==> src/icache_pkg.sv <==
`default_nettype none

package icache_pkg;

    localparam int TAG_W      = 19;
    localparam int INDEX_W    = 7;
    localparam int OFFSET_W   = 4;
    localparam int LINE_WORDS = 16;
    localparam int NUM_LINES  = 128;

    // Cached view of a fetch address
    typedef struct packed {
        logic [TAG_W-1:0]    tag;
        logic [INDEX_W-1:0]  index;
        logic [OFFSET_W-1:0] offset;
        logic [1:0]          byte_off;  // Always 0 for instruction fetch
    } addr_fields_t;

    typedef union packed {
        logic [31:0]  flat;     // Uncached word address
        addr_fields_t fields;
    } fetch_addr_u;

    // Tag sits in the low bits of a line
    typedef struct packed {
        logic [LINE_WORDS-1:0][31:0] data;
        logic [TAG_W-1:0]            tag;
    } line_t;

endpackage

`default_nettype wire

==> src/bus_pkg.sv <==
`default_nettype none

package bus_pkg;

    typedef struct packed {
        icache_pkg::fetch_addr_u addr;
        logic                    uncached;
    } fetch_req_t;

    typedef struct packed {
        logic [31:0] inst_1;
        logic [31:0] inst_2;
        logic        second_valid;  // Low when inst_2 falls outside the line
    } fetch_resp_t;

    typedef struct packed {
        logic [31:0] addr;
        logic        uncached;      // 1 for single word, 0 for line burst
    } mem_req_t;

    typedef struct packed {
        logic [31:0] data;
        logic        last;
    } mem_beat_t;

endpackage

`default_nettype wire

==> src/fetch_req_stage.sv <==
`timescale 1ns/1ps
`default_nettype none

module fetch_req_stage (
    input  wire                      clk,
    input  wire                      rst,
    input  wire bus_pkg::fetch_req_t req,
    input  wire                      req_valid,
    output logic                     req_ready,
    output bus_pkg::fetch_req_t      cur_req,
    output logic                     cur_valid,
    input  wire                      cur_ready
);

    logic full;
    logic take;

    // Free slot, or the held request leaves this cycle
    assign req_ready = !full || cur_ready;
    assign take      = req_valid && req_ready;
    assign cur_valid = full;

    always_ff @(posedge clk) begin
        if (rst) begin
            full <= 1'b0;
        end else if (take) begin
            full <= 1'b1;
        end else if (cur_ready) begin
            full <= 1'b0;
        end
    end

    // Address stays put for the whole miss
    always_ff @(posedge clk) begin
        if (take) begin
            cur_req <= req;
        end
    end

endmodule

`default_nettype wire

==> config.mk <==
export PLATFORM = sky130hd
export DESIGN_NAME = fetch_req_stage
export DESIGN_NICKNAME = d
export VERILOG_FILES = /design/src/icache_pkg.sv /design/src/bus_pkg.sv /design/src/fetch_req_stage.sv
export SDC_FILE = /design/constraint.sdc
export NUM_CORES = 1
export LEC_CHECK = 0
export BUFFER_PORTS_ARGS = -buffer_cell sky130_fd_sc_hd__buf_2
export CAP_MARGIN = 20
export CELL_PAD_IN_SITES_DETAIL_PLACEMENT = 0
export CELL_PAD_IN_SITES_GLOBAL_PLACEMENT = 1
export CORE_MARGIN = 3
export CORE_UTILIZATION = 29
export DETAILED_ROUTE_END_ITERATION = 16
export GPL_ROUTABILITY_DRIVEN = 0
export PLACE_DENSITY = 0.76
export SYNTH_ARGS = -nofsm -noshare
export SYNTH_HDL_FRONTEND = slang
export SYNTH_SLANG_ARGS = --single-unit
==> constraint.sdc <==
create_clock -name clk -period 2.91 [get_ports clk]
set_clock_uncertainty 0.1 [all_clocks]
set_input_delay 0.1455 -clock clk [delete_from_list [all_inputs] [get_ports clk]]
set_output_delay 0.1455 -clock clk [all_outputs]
set_load 0.005 [all_outputs]
# Word level (Yosys, flattened, before mapping)
# Index checks and enable logic that the tools add are counted.
# Widths: inputs -> output; s select.
[op_classes]
mux = 2
n_reduce_logical = 4
[ops]
columns = ["operator", "n"]
rows = [
  ["$mux 1", 2],
  ["$reduce_bool 2->1", 1],
  ["$logic_and 1x1->1", 1],
  ["$logic_not 1->1", 1],
  ["$logic_or 1x1->1", 1],
]
[totals]
regBits = 34
in_bits = 37
output_inout_bits = 35

# Depth between registers and ports, before layout
[logic_depth]
depth_word = 4
ltp_mapped = 2
mapped_depth_nobuf = 2

# Least setup slack after synthesis
# OpenSTA, ideal clock, no wires.
[synth_timing]
path_type = "reg-to-reg"
startpoint = "reg full, in the netlist cur_valid"
endpoint = "reg cur_req[0] (netlist bit), enable pin"
setup_time_ns = 0.341
t_arrival_ns = 0.758
required_time_ns = 2.469
setup_slack_ns = 1.711
stages_incl_launch_ff = 3
path_buffers = 0
period_less_slack_ns = 1.199
path_cell_list = "dfxtp_1 -> nand2b_4 -> and2_4"
[synth_via]
elab_chain_cells = 3
[synth_lines]
columns = ["item", "line_no", "text"]
rows = [
  ["start: declaration", "fetch_req_stage.sv:15", "logic full;"],
  ["start signal: assignment", "fetch_req_stage.sv:25", "full <= 1'b0;"],
  ["start signal: assignment", "fetch_req_stage.sv:27", "full <= 1'b1;"],
  ["start signal: assignment", "fetch_req_stage.sv:29", "full <= 1'b0;"],
  ["$logic_not 1->1", "fetch_req_stage.sv:19", "assign req_ready = !full || cur_ready;"],
  ["$logic_or 1x1->1", "fetch_req_stage.sv:19", ""],
  ["via req_ready", "fetch_req_stage.sv:9", "output logic req_ready,"],
  ["$logic_and 1x1->1", "fetch_req_stage.sv:20", "assign take = req_valid && req_ready;"],
  ["via take", "fetch_req_stage.sv:16", "logic take;"],
  ["end signal: assignment", "fetch_req_stage.sv:36", "cur_req <= req;"],
  ["end: declaration", "fetch_req_stage.sv:10", "output bus_pkg::fetch_req_t cur_req,"],
]
# The timed path passes the listed nets, and every way through them passes these cells.
# A chain may end at the register's enable or synchronous reset.

# Worst setup path after layout
[layout_timing]
startpoint = "reg full, in the netlist cur_valid"
endpoint = "reg cur_req[29] (netlist bit), enable pin"
[layout_via]
elab_chain_cells = 3
[layout_lines]
columns = ["item", "line_no"]
rows = [
  ["$logic_not 1->1", "fetch_req_stage.sv:19"],
  ["$logic_or 1x1->1", "fetch_req_stage.sv:19"],
  ["$logic_and 1x1->1", "fetch_req_stage.sv:20"],
  ["via take", "fetch_req_stage.sv:16"],
]
# The timed path passes the listed nets, and every way through them passes these cells.

==> impl_results.md <==
* Setup Crit Path Kind: flop to flop
* Clock Sink Count at 34
* Post-CTS Setup Bufs at 0
* GR Util All Layers at 0.124
* Final nets at 188
* Detail Route Antenna Nets at 0
* I/O pins at 72
* Final setup vio count at 0
* Worst hold slack at 294 ps
* Setup TNS at 0 ps
* FF+latch count, synth at 34
* Area of the multi-input gates at 31.3 sq um
* Share of post-route cells with drive strength above 1 at 0.533
* Total number of vias at 770
* Skew-Pair Late Insertion Delay at 320 ps
* # diodes at 0
* Sequential-to-total area share from yosys stat at 0.967
* Startpoint types: flop
* Max Buffers Root-to-Sink at 2
* Grt met1 use at 0.123
* Syn nets at 75
* Worst reg-to-reg setup slack at 1610 ps
* Most common cell in the netlist: edfxtp_1
* TritonCTS clock tree: built
* Top cell type's share of synthesized area at 0.947
* Avg WL per Cell at 12.4 um
* Pwr per Cell Area at 505 nW/um^2
* Crit path capture type: flop
* Resize count post-CTS at 0
* H-tree levels at 2
* Syn Std Cell Area at 1050 sq um
* I/O Buffers at 71
* Max incr delay on CP at 420 ps
* Number of flops mapped to enable cells by yosys at 33
* Area growth syn-to-layout at 78.7%
* WP data required at 2800 ps
* Synth Flop Type: edfxtp_1
* Critical-path top delay cell: and2_4
* Global routing met2 resource utilization at 0.191
* Most area-consuming cells after synthesis: edfxtp_1 95%, dfxtp_1 1.9%, nand2b_4 1.3%
* Routing usage on met3 at 0.0833
* Drt drc at 0
* TritonRoute pass-1 iters at 2
* Status: complete, no violations
* Die X-Extent at 66.1 um
* Die area at 4360 sq um
* Relative slew slack at 0.722
* Core area at 3420 sq um
* Max cap viols at 0
* Initial DRC count at 22
* Die Ht at 66.1 um
* Pleak at 0.808 nW
* Initial Util at 0.306
* Crit-path cells: nand2b_4 > and2_4
* Num CTS Buffers at 5
* CP max FO at 33
* Fin. Hold Viols at 0
* Root buffer cell: clkbuf_4
* Register area at 1010 sq um
* Top Usage Layer GRT: met2
* Slew @ Worst Pin at 417 ps
* Tcrit/Tclk final at 0.446
* Min cycle time layout at 1300 ps
* Post-Route WL at 2460 um
* Post-Syn Area per Cell at 27.5 sq um
* Netlist cell types at 6
* Yosys Warn Count at 0
* CTS clock-pin slew for the worst setup and hold paths at 100 ps
* Crit path arrival time at 1180 ps
* Leading area contributor after synthesis: edfxtp_1
* Worst vdd ir at 367 uV
* Unrepaired setup endpoints after global routing: false
* Async set-reset flop share out of synthesis at 0
* Max Slew Vio Count at 0
* Hold Crit Class: primary input to flop
* Vias in the first global route at 870
* Via density at 3.89
* Core Rows at 21
* Peak Freq at 770 MHz
* First-pass GRT wire length at 3750 um
* Largest net degree at the start of global routing at 34
* Syn Inst Count at 38
* Initial antenna violation count at 0
* # fillers at 282
* Total global routing overflow at 0
==> logic make-up after synthesis <==
group | after synthesis | share of synthesized area
and+or+nand+nor | 2 | 0.0215
AOI/OAI and AO/OA | 1 | 0.00837
DFF | 34 | 0.967
buffers and inverters | 1 | 0.00359
==> per-layer routing <==
layer / up-vias / wire length [um]
met3: 5 / 366
met1: 334 / 963
met4: 0 / 52
met2: 56 / 1080
met5: - / 0
li1: 375 / -
==> layout by cell type (no fill, tap or decap), drive strengths merged <==
master / count
buf: 71
dlygate4sd3: 35
edfxtp: 33
clkbuf: 7
nand2b: 1
and2: 1
inv: 1
a21oi: 1
clkinv: 1
dfxtp: 1
==> critical path: cells and delay by family, from the launching register on <==
family / cells / cell delay [ps]
and+or+nand+nor: 2 / 510
DFF: 1 / 350
==> metrics by stage <==
step           power (mW)  setup slack, ps  std cells   util  cell area (sq um)
2_1_floorplan       0.605             1710         38      -               1050
3_3_place_gp        0.657             1660        155  0.427               1460
3_5_place_dp        0.659             1630        155  0.427               1460
4_1_cts             0.963             1610        198  0.547               1870
5_1_grt             0.999             1510        198  0.547               1870
6_report            0.944             1610        198  0.547               1870
==> cell type report <==
| class | count | share of cell area |
|---|---|---|
| Sequential cell | 34 | 0.541 |
| Tap cell | 46 | 0.0308 |
| Timing Repair Buffer | 106 | 0.378 |
| Clock inverter | 1 | 0.00268 |
| Clock buffer | 7 | 0.0295 |
| Inverter | 1 | 0.00201 |
| Multi-Input combinational cell | 3 | 0.0167 |
==> where the power goes <==
group | leakage (nW) | switching, mW | internal, mW
logic | 0.445 | 0.0389 | 0.0675
clock network | 0.0353 | 0.143 | 0.117
registers | 0.328 | 0.00706 | 0.570
total | 0.808 | 0.189 | 0.755
==> worst paths after layout <==
kind,from,end,cells after the start
setup / recovery,cur_valid$_SDFFE_PP0P_,cur_req[29]$_DFFE_PP_,2
hold / removal,req_valid,cur_req[27]$_DFFE_PP_,2
setup reg to reg,cur_valid$_SDFFE_PP0P_,cur_req[29]$_DFFE_PP_,2
hold reg to reg,cur_valid$_SDFFE_PP0P_,cur_req[27]$_DFFE_PP_,2
==> flip-flops by register name (all words and copies together) (netlist names) <==
signal     flops
cur_req       33
cur_valid      1
==> what timing repair did <==
action | in CTS | in global routing
setup endpoints to repair | 0 | 0
hold buffers | 35 | 0
hold endpoints to repair | 34 | 0
No activity file was read; power rests on OpenSTA's default activity.
