===== src/icache_pkg.sv =====
`default_nettype none

package icache_pkg;

    localparam int TAG_W      = 19;
    localparam int INDEX_W    = 7;
    localparam int OFFSET_W   = 4;
    localparam int LINE_WORDS = 16;
    localparam int NUM_LINES  = 128;

    // Cached view of a fetch address
    typedef struct packed {
        logic [TAG_W-1:0]    tag;
        logic [INDEX_W-1:0]  index;
        logic [OFFSET_W-1:0] offset;
        logic [1:0]          byte_off;  // Always 0 for instruction fetch
    } addr_fields_t;

    typedef union packed {
        logic [31:0]  flat;     // Uncached word address
        addr_fields_t fields;
    } fetch_addr_u;

    // Tag sits in the low bits of a line
    typedef struct packed {
        logic [LINE_WORDS-1:0][31:0] data;
        logic [TAG_W-1:0]            tag;
    } line_t;

endpackage

`default_nettype wire


===== src/bus_pkg.sv =====
`default_nettype none

package bus_pkg;

    typedef struct packed {
        icache_pkg::fetch_addr_u addr;
        logic                    uncached;
    } fetch_req_t;

    typedef struct packed {
        logic [31:0] inst_1;
        logic [31:0] inst_2;
        logic        second_valid;  // Low when inst_2 falls outside the line
    } fetch_resp_t;

    typedef struct packed {
        logic [31:0] addr;
        logic        uncached;      // 1 for single word, 0 for line burst
    } mem_req_t;

    typedef struct packed {
        logic [31:0] data;
        logic        last;
    } mem_beat_t;

endpackage

`default_nettype wire


===== src/icache_ctrl.sv =====
`timescale 1ns/1ps
`default_nettype none

module icache_ctrl (
    input  wire                               clk,
    input  wire                               rst,
    input  wire bus_pkg::fetch_req_t          cur_req,
    input  wire                               cur_valid,
    output logic                              cur_ready,
    output bus_pkg::fetch_resp_t              res,
    output logic                              res_valid,
    input  wire                               res_ready,
    output bus_pkg::mem_req_t                 mem_req,
    output logic                              mem_req_valid,
    input  wire                               mem_req_ready,
    input  wire bus_pkg::mem_beat_t           mem_beat,
    input  wire                               mem_rvalid,
    output logic [icache_pkg::INDEX_W-1:0]    rd_index,
    input  wire icache_pkg::line_t            rd_line,
    output logic                              wr_en,
    output logic [icache_pkg::INDEX_W-1:0]    wr_index,
    output icache_pkg::line_t                 wr_line
);

    typedef enum logic [2:0] {
        IDLE,
        C_REQ,
        C_COLLECT,
        REFILL,
        U_REQ,
        U_RETURN
    } state_t;

    state_t state;
    state_t state_next;

    logic [icache_pkg::NUM_LINES-1:0]        line_valid;
    logic [icache_pkg::LINE_WORDS-1:0][31:0] line_buf;
    logic [icache_pkg::OFFSET_W-1:0]         beat_cnt;
    logic                                    unc_done;
    logic                                    take_beat;
    logic                                    hit;
    logic [icache_pkg::TAG_W-1:0]            req_tag;
    logic [icache_pkg::INDEX_W-1:0]          req_index;
    logic [icache_pkg::OFFSET_W-1:0]         req_offset;

    // Word at offset plus its neighbour inside the line
    function automatic bus_pkg::fetch_resp_t form_pair(
        input logic [icache_pkg::LINE_WORDS-1:0][31:0] words,
        input logic [icache_pkg::OFFSET_W-1:0]         offset
    );
        bus_pkg::fetch_resp_t r;
        r.inst_1       = words[offset];
        r.second_valid = ~&offset;
        r.inst_2       = &offset ? 32'd0 : words[offset + 1'b1];
        return r;
    endfunction

    assign req_tag    = cur_req.addr.fields.tag;
    assign req_index  = cur_req.addr.fields.index;
    assign req_offset = cur_req.addr.fields.offset;

    assign rd_index = req_index;
    assign wr_index = req_index;
    assign wr_line  = '{data: line_buf, tag: req_tag};

    assign hit       = line_valid[req_index] && (rd_line.tag == req_tag);
    assign unc_done  = (state == U_RETURN) && (beat_cnt != '0);
    assign take_beat = mem_rvalid && ((state == C_COLLECT) || (state == U_RETURN && !unc_done));

    always_ff @(posedge clk) begin
        if (rst) begin
            state <= IDLE;
        end else begin
            state <= state_next;
        end
    end

    always_ff @(posedge clk) begin
        if (rst) begin
            line_valid <= '0;
        end else if (state == REFILL) begin
            line_valid[req_index] <= 1'b1;
        end
    end

    always_ff @(posedge clk) begin
        if (rst || state == IDLE) begin
            beat_cnt <= '0;
        end else if (take_beat) begin
            beat_cnt <= beat_cnt + 1'b1;   // Wraps to 0 after 16 beats
        end
    end

    // Beats land in address order from the line base
    always_ff @(posedge clk) begin
        if (take_beat) begin
            line_buf[beat_cnt] <= mem_beat.data;
        end
    end

    always_comb begin
        state_next       = state;
        cur_ready        = 1'b0;
        res              = '0;
        res_valid        = 1'b0;
        mem_req.addr     = cur_req.addr.flat;
        mem_req.uncached = 1'b1;
        mem_req_valid    = 1'b0;
        wr_en            = 1'b0;

        unique case (state)
            IDLE: begin
                if (cur_valid) begin
                    if (cur_req.uncached) begin
                        state_next = U_REQ;
                    end else if (hit) begin
                        res       = form_pair(rd_line.data, req_offset);
                        res_valid = 1'b1;
                        cur_ready = res_ready;
                    end else begin
                        state_next = C_REQ;
                    end
                end
            end
            C_REQ: begin
                mem_req.addr     = {req_tag, req_index, {(icache_pkg::OFFSET_W + 2){1'b0}}};
                mem_req.uncached = 1'b0;
                mem_req_valid    = 1'b1;
                if (mem_req_ready) begin
                    state_next = C_COLLECT;
                end
            end
            C_COLLECT: begin
                if (mem_rvalid && mem_beat.last) begin
                    state_next = REFILL;
                end
            end
            REFILL: begin
                wr_en     = 1'b1;   // Same line written again on each stalled cycle
                res       = form_pair(line_buf, req_offset);
                res_valid = 1'b1;
                cur_ready = res_ready;
                if (res_ready) begin
                    state_next = IDLE;
                end
            end
            U_REQ: begin
                mem_req_valid = 1'b1;
                if (mem_req_ready) begin
                    state_next = U_RETURN;
                end
            end
            U_RETURN: begin
                if (unc_done) begin
                    res.inst_1 = line_buf[0];
                    res_valid  = 1'b1;
                    cur_ready  = res_ready;
                    if (res_ready) begin
                        state_next = IDLE;
                    end
                end
            end
            default: begin
                state_next = IDLE;
            end
        endcase
    end

endmodule

`default_nettype wire


===== config.mk =====
export PLATFORM = sky130hd
export DESIGN_NAME = icache_ctrl
export DESIGN_NICKNAME = d
export VERILOG_FILES = /design/src/icache_pkg.sv /design/src/bus_pkg.sv /design/src/icache_ctrl.sv
export SDC_FILE = /design/constraint.sdc
export NUM_CORES = 2
export LEC_CHECK = 0
export ABC_CLOCK_PERIOD_IN_PS = 5800
export BUFFER_PORTS_ARGS = -buffer_cell sky130_fd_sc_hd__buf_2
export CORE_AREA = 3 3 488 490
export CTS_BUF_LIST = sky130_fd_sc_hd__clkbuf_4
export DETAILED_ROUTE_END_ITERATION = 12
export DIE_AREA = 0 0 491 493
export PLACE_DENSITY = 0.35
export SYNTH_ARGS = -nofsm -noshare
export SYNTH_HDL_FRONTEND = slang
export SYNTH_SLANG_ARGS = --single-unit

===== constraint.sdc =====
create_clock -name clk -period 5.8 [get_ports clk]
set_input_delay 0.87 -clock clk [delete_from_list [all_inputs] [get_ports clk]]
set_output_delay 0.87 -clock clk [all_outputs]
set_load 0.01 [all_outputs]

== Yosys cells after proc, flatten, opt, wreduce, memory -nomap -nowiden ==
Index checks and enable logic that the tools add are counted.

* Input bits: 603
* Output and inout bits: 647
* Flip-flop bits (word level): 647

* Bitwise operators: 1
* Reductions and logical operators: 16
* Eq/ne operators: 12
* Muxes and demuxes: 45
* Add/sub/neg operators: 2
* Magnitude comparators: 6

{| class="wikitable"
|+ Operators with widths
! kind !! number
|-
| $bmux W32 S4 || 4
|-
| $bwmux W512 || 1
|-
| $mux W32 || 8
|-
| $mux W65 || 3
|-
| $demux W32 S4 || 1
|-
| $or A128 B128 Y128 || 1
|-
| $pmux W32 S3 || 1
|-
| $pmux W33 S2 || 1
|-
| $mux W3 || 8
|-
| $eq A19 B19 Y1 || 1
|-
| $pmux W3 S6 || 1
|-
| $lt A4 B5 Y1 const B || 3
|-
| $mux W1 || 12
|-
| $add A4 B1 Y4 const B || 2
|-
| $lt A7 B8 Y1 const B || 1
|-
| $ne A2 B2 Y1 const B || 4
|-
| $bmux W1 S7 || 1
|-
| $demux W1 S7 || 1
|-
| $ge A7 B1 Y1 const B || 1
|-
| $logic_and A1 B1 Y1 || 7
|-
| $mux W7 || 1
|-
| $eq A3 B2 Y1 const B || 2
|-
| $eq A3 B3 Y1 const B || 2
|-
| $pmux W1 S3 || 2
|-
| other kinds (11) || 13
|}

== Longest topological paths before layout ==
* Word-level depth: 8
* Depth in mapped cells: 12
* Mapped depth without buffers: 8

== Least setup slack after synthesis ==
OpenSTA, ideal clock, no wires.

* Path kind: register -> register
* Start point: register state[0]
* End point: register line_buf (netlist bit wr_line[115]) (enable)
* Cell stages (with the launch flop): 9
* Data arrival time: 3.823 ns
* Setup slack: 1.516 ns
* Clock period less this slack: 4.284 ns
* Data required time: 5.339 ns
* Path buffers: 2
* Cell sequence: dfxtp_1 > clkbuf_1 > nor2b_1 > nand2_1 > nor2_1 > o21a_1 > clkbuf_1 > nand2_1 > nor3_1

* Longest elaborated chain between the ends: 6

{| class="wikitable"
|+ RTL lines
! what !! line !! source
|-
| start: declaration || icache_ctrl.sv:34 || <nowiki>state_t state;</nowiki>
|-
| start signal: assignment || icache_ctrl.sv:75 || <nowiki>state <= state_next;</nowiki>
|-
| $eq A3 B3 Y1 || icache_ctrl.sv:68, icache_ctrl.sv:69 ||
|-
| $logic_and A1 B1 Y1 || icache_ctrl.sv:68 || <nowiki>assign unc_done = (state == U_RETURN) && (beat_cnt != '0);</nowiki>
|-
| $logic_not A1 Y1 || icache_ctrl.sv:69 || <nowiki>assign take_beat = mem_rvalid && ((state == C_COLLECT) || (state == U_RETURN && !unc_done));</nowiki>
|-
| $logic_and A1 B1 Y1 || icache_ctrl.sv:69 ||
|-
| $logic_or A1 B1 Y1 (*) || icache_ctrl.sv:69 ||
|-
| $logic_and A1 B1 Y1 (*) || icache_ctrl.sv:69 ||
|-
| end signal: indexed assignment || icache_ctrl.sv:98 || <nowiki>line_buf[beat_cnt] <= mem_beat.data;</nowiki>
|-
| end: declaration || icache_ctrl.sv:38 || <nowiki>logic [icache_pkg::LINE_WORDS-1:0][31:0] line_buf;</nowiki>
|}

Mark *: on every way between the ends. The rest lies on a longest branch, timed or not.
A chain may end at the register's enable or synchronous reset.

==> run metrics <==
number of global-route vias before repair=32400; via/cell ratio=4.61; total power density per cell area=234 nW/µm²; largest buffer count on any clock path=3; headroom to the max-slew limit=0.170; total nets after synthesis=3044; setup slack of the worst register-to-register path=1.83 ns; post-route DRC violation count=0; Worst R2R Start=state[0]; number of iterations in the first detailed-routing pass=5; pin count of the biggest net entering global routing=71; count of vias placed by the detailed router=32700; Synth async-reset ratio=0; area added between synthesis and finish=34.5%; Max-Cap Viols=0; final weighted congestion of routability-driven global placement=0.950; min setup slack post-route=0.276 ns; combined global-route utilization of all metal layers=0.194; crit path DAT=4.65 ns; initial core utilization=0.164; number of failing hold endpoints at the final stage=0; Post-Route Utilization=0.221; final slew viol count=0; Fill cells=25100; worst clock skew on the final layout=0.0825 ns; top fanout value on the critical path=19; Root Buffer Master=sky130_fd_sc_hd__clkbuf_4; HPWL after detailed placement=191000 µm; count of cell types in the netlist=60; pin slew with the least headroom to its limit=1.24 ns; Final Net Count=4369; final setup fails=0; clock latency on the worst-skew pair=1.19 ns; synthesized instance count=2436; die width=491 µm; Hold Path Origin=cur_req[9]; top cells by area, synth=sky130_fd_sc_hd__edfxtp_1 (40%), sky130_fd_sc_hd__mux4_2 (34%), sky130_fd_sc_hd__dfxtp_1 (7.0%); min Tclk post-route=5.52 ns; area of the die=242000 µm²; post-synthesis cell area=38500 µm²; flip-flop cell with the highest count after synthesis=sky130_fd_sc_hd__edfxtp_1; capture endpoint of the worst hold path=line_valid[38]; Total Routed Length=244000 µm; die span in y=493 µm; worst-case setup slack after placement=0.629 ns; deepest level of the CTS H-tree=4; DR WL/cell=34.4 µm; first-pass GRT wire length=317000 µm; violation count after the first detailed-routing iteration=3106; worst hold path type=in -> reg; largest area contributor in the netlist=sky130_fd_sc_hd__edfxtp_1; number of flip-flops and latches in the synthesized netlist=647; ports placed on the boundary=1250; total CTS buffers=188; synthesis warning total=0; worst reg-to-reg path cell count=7; area share of the largest cell type after synthesis=0.400; end of the worst register-to-register path=wr_line[415]; count of clock tree sinks=647; result of the run=completed; buffers added on ports=1249; Std-Cell Core Area=235000 µm²; crit start category=flip-flop; Peak VDD IR=0.000179 V; maximum clock rate=0.181 GHz; number of cells traversed by the worst hold path=3; sequential fraction of the synthesis area=0.470; grt total ovfl=0; worst endpoint required time=4.93 ns; number of antenna violations at the first check in global routing=95; TritonCTS clock tree=yes; count of nets left with antenna violations after detail routing=0; Tcrit/Tclk final=0.952; register clock-pin slew on the reported worst setup and hold paths=0.06 ns; critical path endpoint category=primary output; ratio of cells with drive above 1 in the final layout=0.613; count of flip-flops with a built-in enable after synthesis=512; static leakage=0.0189 µW; mean post-synth cell area=15.8 µm²; kind of critical path=reg -> out; row count=178
[critical path, stage by stage, from the launching register on]
cell	delay (ns)
sky130_fd_sc_hd__dfxtp_1	0.44
sky130_fd_sc_hd__nor3_1	0.51
sky130_fd_sc_hd__nand4_1	0.16
sky130_fd_sc_hd__or4_1	0.58
sky130_fd_sc_hd__nor4_2	0.51
sky130_fd_sc_hd__o311ai_4	0.24
sky130_fd_sc_hd__buf_12	0.22
sky130_fd_sc_hd__o31ai_1	0.50
sky130_fd_sc_hd__buf_2	0.23
[worst max-delay path by stage]
stage,startpoint,end,depth (start not counted)
after floorplan,state[0],wr_line[115],8
after global placement,cur_req[9],res[50],10
after detailed placement,cur_req[7],res[31],9
after CTS,state[0],res[10],8
after global routing,state[0],res[15],8
final,state[0],res[10],8
[registers in the layout, indices dropped and copies added (netlist names)]
signal	count
wr_line	512
state	3
line_valid	128
beat_cnt	4
[synthesized netlist by cell type, types with 6 or more instances]
| master | instances |
|---|---|
| sky130_fd_sc_hd__a31oi_1 | 9 |
| sky130_fd_sc_hd__buf_2 | 33 |
| sky130_fd_sc_hd__nor3_1 | 19 |
| sky130_fd_sc_hd__nand2_1 | 90 |
| sky130_fd_sc_hd__nand2b_1 | 8 |
| sky130_fd_sc_hd__o31ai_1 | 20 |
| sky130_fd_sc_hd__nor2b_1 | 19 |
| sky130_fd_sc_hd__buf_1 | 53 |
| sky130_fd_sc_hd__a21oi_1 | 126 |
| sky130_fd_sc_hd__dfxtp_1 | 135 |
| sky130_fd_sc_hd__o31ai_2 | 14 |
| sky130_fd_sc_hd__o21ai_1 | 12 |
| sky130_fd_sc_hd__inv_1 | 41 |
| sky130_fd_sc_hd__clkbuf_1 | 131 |
| sky130_fd_sc_hd__nand3_1 | 7 |
| sky130_fd_sc_hd__mux4_2 | 586 |
| sky130_fd_sc_hd__mux2_2 | 68 |
| sky130_fd_sc_hd__nand4_1 | 6 |
| sky130_fd_sc_hd__o21ai_0 | 57 |
| sky130_fd_sc_hd__mux2i_1 | 78 |
| sky130_fd_sc_hd__xnor2_1 | 21 |
| sky130_fd_sc_hd__o211ai_1 | 35 |
| sky130_fd_sc_hd__buf_6 | 7 |
| sky130_fd_sc_hd__buf_4 | 64 |
| sky130_fd_sc_hd__a22oi_1 | 42 |
| sky130_fd_sc_hd__edfxtp_1 | 512 |
| sky130_fd_sc_hd__nor2_1 | 168 |
| sky130_fd_sc_hd__a221oi_1 | 17 |
[power breakdown]
part / leakage (µW) / switching (µW) / internal [µW]
Clock: 0.00141 / 2150 / 2260
Sequential: 0.00569 / 49.9 / 5030
Combinational: 0.0118 / 1470 / 1140
Total: 0.0189 / 3670 / 8420
[timing repair]
item / in CTS / in global routing
buffers inserted: 1 / 0
resized for setup: 2 / 0
hold buffers: 36 / 0
endpoints found under the setup margin: 3 / 0
hold endpoints to repair: 534 / 0
[final cells by class]
| cell class | instances | area (µm²) | area share |
|---|---|---|---|
| Antenna cell | 46 | 115 | 0.00222 |
| Clock buffer | 261 | 1960 | 0.0379 |
| Clock inverter | 59 | 388 | 0.00749 |
| Inverter | 43 | 161 | 0.00312 |
| Multi-Input combinational cell | 1456 | 19000 | 0.368 |
| Sequential cell | 647 | 18100 | 0.349 |
| Tap cell | 3150 | 3940 | 0.0762 |
| Timing Repair Buffer | 1425 | 8090 | 0.156 |
[cells in the final DEF (no fill, tap or decap), drive strengths merged, types with 21 or more instances in the layout]
cell type    count
mux4           586
dfxtp          135
nand2           90
o211ai          35
mux2i           78
o31ai           34
a21oi          126
edfxtp         512
buf           1389
dlygate4sd3     36
nor2           169
diode           46
clkbuf         261
a22oi           42
clkinv          45
mux2            68
xnor2           21
inv             53
o21ai           69
[metrics by stage]
stage	area [µm²]	cells	TNS (ns)	hold WS, ns	total power (µW)
final	51800	7087	0	0.353	12100
after global routing	51700	7069	-0.00490	0.203	12700
after CTS	51600	7041	0	0.126	12300
after detailed placement	48900	6684	0	0.448	7790
after global placement	48900	6684	0	0.443	7800
after floorplan	38500	2436	0	0.429	6530
[layer usage]
metal  track usage  wire, µm  part of all wire  vias to the layer above
li1              -         -                 -                    12900
met1         0.227     91900              0.38                    17400
met2         0.321    118000              0.48                     1935
met3        0.0621     22100             0.091                      422
met4        0.0897     12000             0.049                       30
met5             0       221           0.00091                        -
[cells by family after synthesis]
kind of cell | after synthesis | share of synthesized area
buffers and inverters | 333 | 0.0412
AND/OR/NAND/NOR | 335 | 0.0373
multiplexers | 732 | 0.383
XOR/XNOR | 25 | 0.00569
flip-flops | 647 | 0.470
AO/OA/AOI/OAI | 359 | 0.0610
adder cells (fa/ha/maj) | 5 | 0.00163
Power figures use the tool's default switching activity.
