File: src/icache_pkg.sv
`default_nettype none

package icache_pkg;

    localparam int TAG_W      = 19;
    localparam int INDEX_W    = 7;
    localparam int OFFSET_W   = 4;
    localparam int LINE_WORDS = 16;
    localparam int NUM_LINES  = 128;

    // Cached view of a fetch address
    typedef struct packed {
        logic [TAG_W-1:0]    tag;
        logic [INDEX_W-1:0]  index;
        logic [OFFSET_W-1:0] offset;
        logic [1:0]          byte_off;  // Always 0 for instruction fetch
    } addr_fields_t;

    typedef union packed {
        logic [31:0]  flat;     // Uncached word address
        addr_fields_t fields;
    } fetch_addr_u;

    // Tag sits in the low bits of a line
    typedef struct packed {
        logic [LINE_WORDS-1:0][31:0] data;
        logic [TAG_W-1:0]            tag;
    } line_t;

endpackage

`default_nettype wire

File: src/bus_pkg.sv
`default_nettype none

package bus_pkg;

    typedef struct packed {
        icache_pkg::fetch_addr_u addr;
        logic                    uncached;
    } fetch_req_t;

    typedef struct packed {
        logic [31:0] inst_1;
        logic [31:0] inst_2;
        logic        second_valid;  // Low when inst_2 falls outside the line
    } fetch_resp_t;

    typedef struct packed {
        logic [31:0] addr;
        logic        uncached;      // 1 for single word, 0 for line burst
    } mem_req_t;

    typedef struct packed {
        logic [31:0] data;
        logic        last;
    } mem_beat_t;

endpackage

`default_nettype wire

File: src/fetch_resp_stage.sv
`timescale 1ns/1ps
`default_nettype none

module fetch_resp_stage (
    input  wire                       clk,
    input  wire                       rst,
    input  wire bus_pkg::fetch_resp_t res,
    input  wire                       res_valid,
    output logic                      res_ready,
    output bus_pkg::fetch_resp_t      resp,
    output logic                      resp_valid,
    input  wire                       resp_ready
);

    logic full;
    logic take;

    // Empty, or being drained by the core
    assign res_ready  = !full || resp_ready;
    assign take       = res_valid && res_ready;
    assign resp_valid = full;

    always_ff @(posedge clk) begin
        if (rst) begin
            full <= 1'b0;
        end else if (take) begin
            full <= 1'b1;
        end else if (resp_ready) begin
            full <= 1'b0;
        end
    end

    // Holds the pair under back-pressure
    always_ff @(posedge clk) begin
        if (take) begin
            resp <= res;
        end
    end

endmodule

`default_nettype wire

File: config.mk
export PLATFORM = sky130hd
export DESIGN_NAME = fetch_resp_stage
export DESIGN_NICKNAME = d
export VERILOG_FILES = /design/src/icache_pkg.sv /design/src/bus_pkg.sv /design/src/fetch_resp_stage.sv
export SDC_FILE = /design/constraint.sdc
export NUM_CORES = 1
export LEC_CHECK = 0
export BUFFER_PORTS_ARGS = -buffer_cell sky130_fd_sc_hd__buf_4
export CAP_MARGIN = 20
export CELL_PAD_IN_SITES_DETAIL_PLACEMENT = 0
export CELL_PAD_IN_SITES_GLOBAL_PLACEMENT = 2
export CORE_ASPECT_RATIO = 1.2
export CORE_UTILIZATION = 27
export CTS_CLUSTER_SIZE = 8
export DETAILED_ROUTE_END_ITERATION = 7
export GPL_ROUTABILITY_DRIVEN = 0
export PLACE_DENSITY_LB_ADDON = 0.1
export SLEW_MARGIN = 30
export SYNTH_ARGS = -nofsm -noshare
export SYNTH_HDL_FRONTEND = slang
export SYNTH_SLANG_ARGS = --single-unit
File: constraint.sdc
create_clock -name clk -period 1.6 [get_ports clk]
set_clock_uncertainty 0.05 [all_clocks]
set_input_delay 0.32 -clock clk [delete_from_list [all_inputs] [get_ports clk]]
set_output_delay 0.32 -clock clk [all_outputs]
set_load 0.005 [all_outputs]
Word level (Yosys, flattened, before mapping)
Cells that the tools add are included.
{"block": "totals", "register_bits": 66, "in_bits": 69, "output_inout_bits": 67, "elab_cells": 10}
{"block": "classes", "muxes": 2, "reduce_logical": 4}
{"op": "1-bit 2-to-1 mux", "count": 2}
{"op": "2-bit nonzero test", "count": 1}
{"op": "1-bit logical AND", "count": 1}
{"op": "1-bit logical NOT", "count": 1}
{"op": "1-bit logical OR", "count": 1}

Logic depth before layout (Yosys ltp)
Gate-level depths: netlist (run 1).
{"block": "depth", "depth_word": 4, "mapped_depth": 2, "depth_no_buf": 2}

Worst setup path after synthesis (run 1)
OpenSTA, ideal clock, no wires.
{"block": "synth_timing", "path_type": "input -> register", "start": "input port resp_ready", "end": "register resp[0] (netlist name), enable pin", "setup_time_ps": 377, "t_arrival_ps": 994, "t_required_ps": 1173, "setup_slack_ps": 178, "cell_stages": 2, "path_buffers": 0, "cell_sequence": "nand2b_4 -> and2_4"}
{"block": "synth_via", "elab_chain_len": 2}
{"item": "start: declaration", "line": "fetch_resp_stage.sv:12", "text": "input wire resp_ready"}
{"item": "1-bit logical OR", "line": "fetch_resp_stage.sv:19", "text": "assign res_ready = !full || resp_ready;"}
{"item": "1-bit logical AND", "line": "fetch_resp_stage.sv:20", "text": "assign take = res_valid && res_ready;"}
{"item": "net take", "line": "fetch_resp_stage.sv:16", "text": "logic take;"}
{"item": "end signal: assignment", "line": "fetch_resp_stage.sv:36", "text": "resp <= res;"}
{"item": "end: declaration", "line": "fetch_resp_stage.sv:10", "text": "output bus_pkg::fetch_resp_t resp,"}
The timed path passes the listed nets, and every way through them passes these cells.
A chain may end at the register's enable or synchronous reset.

Final worst setup path (run 1)
{"block": "layout_timing", "start": "register full, in the netlist resp_valid", "end": "output port res_ready"}
{"block": "layout_via", "elab_chain_len": 2}
{"item": "start: declaration", "line": "fetch_resp_stage.sv:15", "text": "logic full;"}
{"item": "start signal: assignment", "line": "fetch_resp_stage.sv:25", "text": "full <= 1'b0;"}
{"item": "start signal: assignment", "line": "fetch_resp_stage.sv:27", "text": "full <= 1'b1;"}
{"item": "start signal: assignment", "line": "fetch_resp_stage.sv:29", "text": "full <= 1'b0;"}
{"item": "1-bit logical NOT", "line": "fetch_resp_stage.sv:19"}
{"item": "1-bit logical OR", "line": "fetch_resp_stage.sv:19"}
{"item": "end: declaration", "line": "fetch_resp_stage.sv:9", "text": "output logic res_ready,"}
No other way between the ends.

==> flow_summary.yaml, run 1 <==
critical_path:
  worstPathMaxFanout: 3
  r2r-start: "resp_valid"
  startpoint: "resp_valid"
  reg2reg_depth: 3
  r2r_slack_ns: 0.39
  crit_type: "reg -> out"
  startpoint_type: "register"
  cp_cell_sequence: "nand2b_4, buf_4"
  cpMaxStageDelayCell: "dfxtp_1"
  crit_path_max_incr_delay_ns: 0.38
  timing.rr.end: "resp[39]"
  crit_path_end_kind: "output pin"
  worstPathArrival_ns: 0.91
  cp.required_ns: 1.23
die:
  dieArea_um2: 7780
  core.rowCount: 34
  die_y_um: 96.4
  die_w_um: 80.7
  core_area_um2: 7230
  io_pins: 136
  start_util: 0.278
cells_and_area:
  drive_gt1_frac: 0.677
  fin_util: 0.460
  areaGrowthSynthToFinish_pct: 65.7
  diodes: 0
  nets: 287
place:
  io_buffers: 135
  post-place-ws_ns: 0.275
routing:
  drt-pass1-iter-count: 6
  antenna_left: 0
  vias: 1219
  drcViolationCount: 0
  routed_via_density: 3.89
  drtIter0Drc: 17
  routed_wl_mm: 4.25
  wl_per_cell_um: 13.6
clock_tree:
  cts-buffers-inserted: 9
  cts_root_buf: "clkbuf_8"
  cts_setup_buffers: 0
  clock_path_buffers: 2
  clkTransAtPathRegs_ns: 0.06
  cts_tree: "done"
  worst_skew_pair.late_latency_ns: 0.32
  cts.repair.resized: 0
  clock_sinks: 66
  cts_hold_buf: 0
  htreeDepth: 3
power:
  power_leakage_nw: 1.40
  power_mw: 3.49
  powerDensity_nw_per_um2: 1050
  ir_worst_vdd_mv: 0.499
timing:
  finalHoldViolCount: 0
  fin_tns_setup_ns: 0
  min_period_ns: 1.28
  rsz0062_at_grt: "false"
  setup_violations: 0
  fmax_mhz: 783
  post-route-period-util: 0.798
  tightest_slew_ns: 0.220
  fin_ws_ns: 0.323
  slew_headroom: 0.853
  slew_viol_final: 0
global_routing:
  grt_overflow: 0
  grt_max_degree: 41
  grt_pass1_vias: 1236
  grt_pass1_wl_mm: 5.89
  track_usage: 0.109
  antenna_found_initial: 0
yosys:
  yosysWarnings: 0
  yosysSeqAreaShare: 0.983
  yosys-mux-area-fraction: 0
  syn-num-nets: 139
  synth-seq-cells: 66
  syn_inst: 70
  syn_area_um2: 2010
  synth_xor_area_frac: 0
  ys_types: 6
  synthAdderAreaFrac: 0
  yosys.area_share.simple: 0.0112
  synth_top_family_by_area: "simple AND/OR/NAND/NOR gates"
  syn_area_per_cell_um2: 28.7
  synth_compound_area_frac: 0.00436
min_path:
  whs_path_depth: 2
  min_from: "rst"
  worst_hold_path.endpoint: "resp_valid"
  min-delay-path-class: "in -> reg"
status:
  outcome: "complete, no violations"
run:
  drv_cap: 0
## registers in the layout, summed over array words and instances (netlist names)
register	count
resp	65
resp_valid	1
## where the power goes
| part | internal (mW) | switching (mW) | total [mW] |
|---|---|---|---|
| Combinational | 0.229 | 0.114 | 0.343 |
| Clock | 0.541 | 0.560 | 1.10 |
| Sequential | 2.02 | 0.0269 | 2.05 |
## cell usage in the layout (no fill, tap or decap)
cell type	synthesis	routed
a21oi_2	1	1
and2_4	1	1
buf_12	0	2
buf_4	0	135
clkbuf_1	0	2
clkbuf_8	0	9
clkinv_1	0	3
clkinv_2	0	2
dfxtp_1	1	1
edfxtp_1	65	65
inv_1	1	1
nand2b_4	1	1
## Yosys cell counts (all sizes together)
cell / instances / area, µm²
edfxtp: 65 / 1950
inv: 1 / 3.75
dfxtp: 1 / 20.0
a21oi: 1 / 8.76
and2: 1 / 8.76
nand2b: 1 / 13.8
## cell families after synthesis
group,after synthesis
AO/OA/AOI/OAI,1
buffers and inverters,1
flip-flops,66
AND/OR/NAND/NOR,2
## how the worst max path moves through the flow
| stage | endpoint | cells past startpoint |
|---|---|---|
| 5_1_grt | res_ready | 2 |
| 6_report | res_ready | 2 |
| 3_5_place_dp | resp[39] | 4 |
| 2_1_floorplan | resp[0] | 2 |
| 4_1_cts | res_ready | 2 |
| 3_3_place_gp | resp[36] | 4 |
## through the flow
step	std cells	cell area, µm²	hold slack [ns]
after floorplan	70	2010	0.332
after global placement	297	3170	0.426
after detailed placement	297	3170	0.427
after CTS	313	3330	0.0628
after global routing	313	3330	0.0684
final	313	3330	0.0893
## final cells by class
type	instances	area [µm²]
Multi-Input combinational cell	3	31.3
Clock buffer	11	131
Sequential cell	66	1970
Clock inverter	5	21.3
Tap cell	90	113
Inverter	1	3.75
Timing Repair Buffer	137	1050
Fill cell	663	3910
## metal layers
metal  vias up  part of all wire  wire (µm)  track usage
met2        71              0.52       2230        0.177
li1        574                 -          -            -
met1       562              0.34       1450        0.103
met5         -                 0          0            0
met3        12              0.11        465       0.0582
met4         0             0.024        102       0.0848
## critical path: cells and delay by family (launching register included)
family / cells / cell delay (ns)
buffers and inverters: 1 / 0.13
DFF: 1 / 0.38
and+or+nand+nor: 1 / 0.07
No activity file was read; power rests on OpenSTA's default activity.
==> run 2, diff against run 1 <==
==> constraint.sdc (replaced) <==
create_clock -name clk -period 1.29 [get_ports clk]
set_clock_uncertainty 0.05 [all_clocks]
set_input_delay 0.258 -clock clk [delete_from_list [all_inputs] [get_ports clk]]
set_output_delay 0.258 -clock clk [all_outputs]
set_load 0.005 [all_outputs]
==> run 2 against run 1 <==
  * Total power grew 32%
  * Via count down 0.57%
  * Clock power rose by 49%
  * Global-route usage is 0.34 points lower
  * Die area did not move
  * Sequential share of layout area is 1.2 points lower
  * First-iteration DRC count up 71%
  * Flip-flop and latch count did not move
  * Combinational power rose by 28%
  * Critical endpoint unchanged
==> flow_summary.yaml, run 2 (synthesized netlist as in run 1, its figures left out) <==
critical_path:
  r2r_slack_ns: 0.15
  cp.required_ns: 0.98
  worstPathMaxFanout: 3
  crit_path_end_kind: "output pin"
  cp_cell_sequence: "nand2b_4, buf_4"
  startpoint_type: "register"
  crit_path_max_incr_delay_ns: 0.36
  cpMaxStageDelayCell: "dfxtp_2"
  worstPathArrival_ns: 0.88
  crit_type: "reg -> out"
global_routing:
  grt_pass1_vias: 1189
  grt_overflow: 0
  track_usage: 0.106
  grt_max_degree: 25
  grt_pass1_wl_mm: 5.65
  antenna_found_initial: 0
place:
  io_buffers: 135
  place_hpwl_mm: 3.11
  dp_cells: 298
cells_and_area:
  final_common_cell: "buf_4"
  largest_register: "resp"
  most-common-layout-cells: "buf_4 (135), edfxtp_1 (65), clkbuf_8 (9), clkinvlp_4 (3), buf_12 (3)"
  layoutNonFillerInstCount: 315
  drive_gt1_frac: 0.698
  areaGrowthSynthToFinish_pct: 69.3
  diodes: 0
  nets: 289
  largest_reg_flops: 65
timing:
  fin_tns_setup_ns: 0
  setup_violations: 0
  rsz0062_at_grt: "false"
  post-route-period-util: 0.921
  min_period_ns: 1.19
  tightest_slew_ns: 0.135
  fmax_mhz: 842
  finalHoldViolCount: 0
  slew_headroom: 0.910
  slew_viol_final: 0
routing:
  vias: 1212
  drtIter0Drc: 29
  wl_per_cell_um: 13.2
  drt-pass1-iter-count: 4
  antenna_left: 0
  routed_via_density: 3.85
  drcViolationCount: 0
  routed_wl_mm: 4.16
clock_tree:
  cts_tree: "done"
  clkTransAtPathRegs_ns: 0.07
  cts_root_buf: "clkbuf_8"
  worst_skew_pair.late_latency_ns: 0.33
  cts.repair.resized: 0
  clock_sinks: 66
  clock_path_buffers: 2
  cts_setup_buffers: 0
  cts-buffers-inserted: 9
  htreeDepth: 3
run:
  drv_cap: 0
power:
  power_leakage_nw: 1.43
  p_comb_frac: 0.095
  ir_worst_vdd_mv: 0.678
  p_switching_mw: 0.936
  power.share.clock: 0.356
  power_mw: 4.62
  internal-power_mw: 3.68
  switching_share: 0.203
  powerDensity_nw_per_um2: 1360
  seq_power_share: 0.549
die:
  core.rowCount: 34
  die_w_um: 80.7
  io_pins: 136
  start_util: 0.278
  die_y_um: 96.4
  core_area_um2: 7230
  dieArea_um2: 7780
status:
  outcome: "complete, no violations"
min_path:
  min-delay-path-class: "in -> reg"
## run 2: what timing repair did
action                     CTS  global route
hold endpoints to repair     1             0
setup endpoints to repair    0             0
hold buffers                 1             0
## run 2: power by group through the flow
stage | Clock, mW | Sequential [mW] | Combinational [mW]
finish | 1.64 | 2.54 | 0.439
detailed placement | 0 | 2.59 | 0.445
global placement | 0 | 2.58 | 0.437
global route | 1.79 | 2.55 | 0.473
floorplan | 0 | 2.60 | 0.0453
CTS | 1.72 | 2.54 | 0.448
## run 2: final timing paths
check | endpoint | cells after the start | from
setup reg to reg | resp[58] | 3 | resp_valid
setup / recovery | res_ready | 2 | resp_valid
hold / removal | resp[14] | 1 | res[14]
hold reg to reg | resp_valid | 2 | resp_valid
## run 2: metal layers
metal	GRT usage	vias up	wire [µm]	share of wire
met3	0.0451	9	463	0.11
li1	-	579	-	-
met4	0.0848	0	110	0.026
met5	0	-	0	0
met2	0.161	76	2140	0.51
met1	0.115	548	1440	0.35
## run 2: stage by stage
stage	worst slack (ns)	instance area, µm²	util	hold WS, ns
after global routing	0.0622	3400	0.470	0.0240
final	0.102	3400	0.470	0.0495
after CTS	0.0732	3400	0.470	0.0244
after detailed placement	0.0871	3190	0.442	0.358
after global placement	0.103	3190	0.442	0.358
after floorplan	-0.0870	2010	-	0.263
## run 2: area by class of cell
type                            count  area, µm²
Timing Repair Buffer              139       1080
Multi-Input combinational cell      3       31.3
Sequential cell                    66       1970
Inverter                            1       3.75
Tap cell                           90        113
Fill cell                         657       3830
Clock buffer                        9        124
Clock inverter                      7       70.1
## run 2: worst max-delay path: cells and delay by family, from the launching register on
kind / cells / cell delay (ns)
buffers and inverters: 1 / 0.13
flip-flops: 1 / 0.36
AND/OR/NAND/NOR: 1 / 0.06
==> run 3, diff against run 2 <==
--- a/config.mk
+++ b/config.mk
@@ -14,7 +14,7 @@
 export CTS_CLUSTER_SIZE = 8
 export DETAILED_ROUTE_END_ITERATION = 7
 export GPL_ROUTABILITY_DRIVEN = 0
-export PLACE_DENSITY_LB_ADDON = 0.1
+export PLACE_DENSITY = 0.75
 export SLEW_MARGIN = 30
 export SYNTH_ARGS = -nofsm -noshare
 export SYNTH_HDL_FRONTEND = slang
==> run 3 against run 2 <==
  * Via count up 1.7%
  * Routed wire length up 6.6%
  * Final area down 0.55%
  * Highest routed layer unchanged
  * Global-route usage up 0.72 points
  * Non-clock buffer count down 1
  * Largest power group unchanged
  * Clock power about the same
  * Critical path type unchanged
==> flow_summary.yaml, run 3 (synthesized netlist as in run 1, its figures left out) <==
die:
  start_util: 0.278
  core.rowCount: 34
  die_y_um: 96.4
  dieArea_um2: 7780
  io_pins: 136
  core_area_um2: 7230
  die_w_um: 80.7
cells_and_area:
  largest_reg_flops: 65
  largest_register: "resp"
  drive_gt1_frac: 0.701
  multi_input_area_um2: 31.3
  diodes: 0
  most-common-layout-cells: "buf_4 (135), edfxtp_1 (65), clkbuf_8 (9), clkinv_2 (4), buf_12 (3)"
  fin_area_um2: 3380
  final_common_cell: "buf_4"
  layoutNonFillerInstCount: 314
  fin_util: 0.467
  num-fill-cells: 681
  areaGrowthSynthToFinish_pct: 68.4
  nets: 288
  regArea_um2: 1970
power:
  powerDensity_nw_per_um2: 1360
  ir_worst_vdd_mv: 0.793
  power_mw: 4.60
  p_comb_frac: 0.095
  power_leakage_nw: 1.43
  power.share.clock: 0.353
  seq_power_share: 0.552
  p_switching_mw: 0.921
  switching_share: 0.200
  internal-power_mw: 3.68
global_routing:
  grt_pass1_wl_mm: 6.03
  antenna_found_initial: 0
  track_usage: 0.113
  grt_max_degree: 27
  grt_pass1_vias: 1237
  grt_overflow: 0
clock_tree:
  cts-buffers-inserted: 9
  worst_skew_pair.late_latency_ns: 0.32
  cts_hold_buf: 0
  clock_path_buffers: 2
  cts_root_buf: "clkbuf_8"
  cts_setup_buffers: 0
  cts.repair.resized: 0
  clkTransAtPathRegs_ns: 0.07
  clock_sinks: 66
  htreeDepth: 3
  cts_tree: "done"
critical_path:
  worstPathArrival_ns: 0.87
  cp.required_ns: 0.98
  startpoint: "resp_valid"
  startpoint_type: "register"
  crit_type: "reg -> out"
  r2r-start: "resp_valid"
  crit_path_end_kind: "output pin"
  worstPathMaxFanout: 3
run:
  drv_cap: 0
timing:
  setup_violations: 0
  fin_ws_ns: 0.109
  slew_headroom: 0.906
  slew_viol_final: 0
  tightest_slew_ns: 0.141
  fmax_mhz: 847
  fin_tns_setup_ns: 0
  whs_ns: 0.0237
  rsz0062_at_grt: "false"
  min_period_ns: 1.18
  finalHoldViolCount: 0
  post-route-period-util: 0.915
routing:
  drtIter0Drc: 40
  drcViolationCount: 0
  wl_per_cell_um: 14.1
  drt-pass1-iter-count: 4
  antenna_left: 0
  routed_via_density: 3.93
  vias: 1233
  routed_wl_mm: 4.43
place:
  dp_cells: 298
  post-place-ws_ns: 0.0778
  post_dp_cell_area_um2: 3190
  io_buffers: 135
  place_hpwl_mm: 3.39
min_path:
  min-delay-path-class: "in -> reg"
  min_from: "rst"
status:
  outcome: "complete, no violations"
run 3: cell types whose count changed in the layout (fill, tap and decap cells not counted), sizes merged:
cell and change:
clkbuf +1, clkinv +1, clkinvlp -2, dlygate4sd3 -1
run 3: critical path, stage by stage (launching register included):
cell and delay, ns:
dfxtp_2 0.35, nand2b_4 0.06, buf_4 0.13
run 3: final timing paths:
path	to	slack (ns)	cells after the start
setup reg to reg	resp[15]	0.14	3
hold / removal	resp_valid	0.02	2
hold reg to reg	resp_valid	0.44	2
setup / recovery	res_ready	0.11	2
run 3: cell type report:
| class | count | area share |
|---|---|---|
| inverter | 1 | 0.00111 |
| tap | 90 | 0.0333 |
| sequential | 66 | 0.584 |
| multi-input combinational | 3 | 0.00926 |
| clock inverter | 6 | 0.0170 |
| clock buffer | 10 | 0.0378 |
| timing repair buffer | 138 | 0.318 |
run 3: power groups by stage:
stage	logic (mW)	clock network [mW]	registers (mW)
6_report	0.438	1.62	2.54
5_1_grt	0.473	1.77	2.55
4_1_cts	0.448	1.68	2.54
3_5_place_dp	0.447	0	2.59
3_3_place_gp	0.440	0	2.58
2_1_floorplan	0.0453	0	2.60
run 3: layer usage:
layer,up-vias,part of all wire,GRT usage,routed length [µm]
met2,63,0.57,0.199,2520
met4,0,0.020,0.0551,89
met1,585,0.32,0.107,1420
met3,9,0.091,0.0582,404
met5,-,0,0,0
li1,576,-,-,-
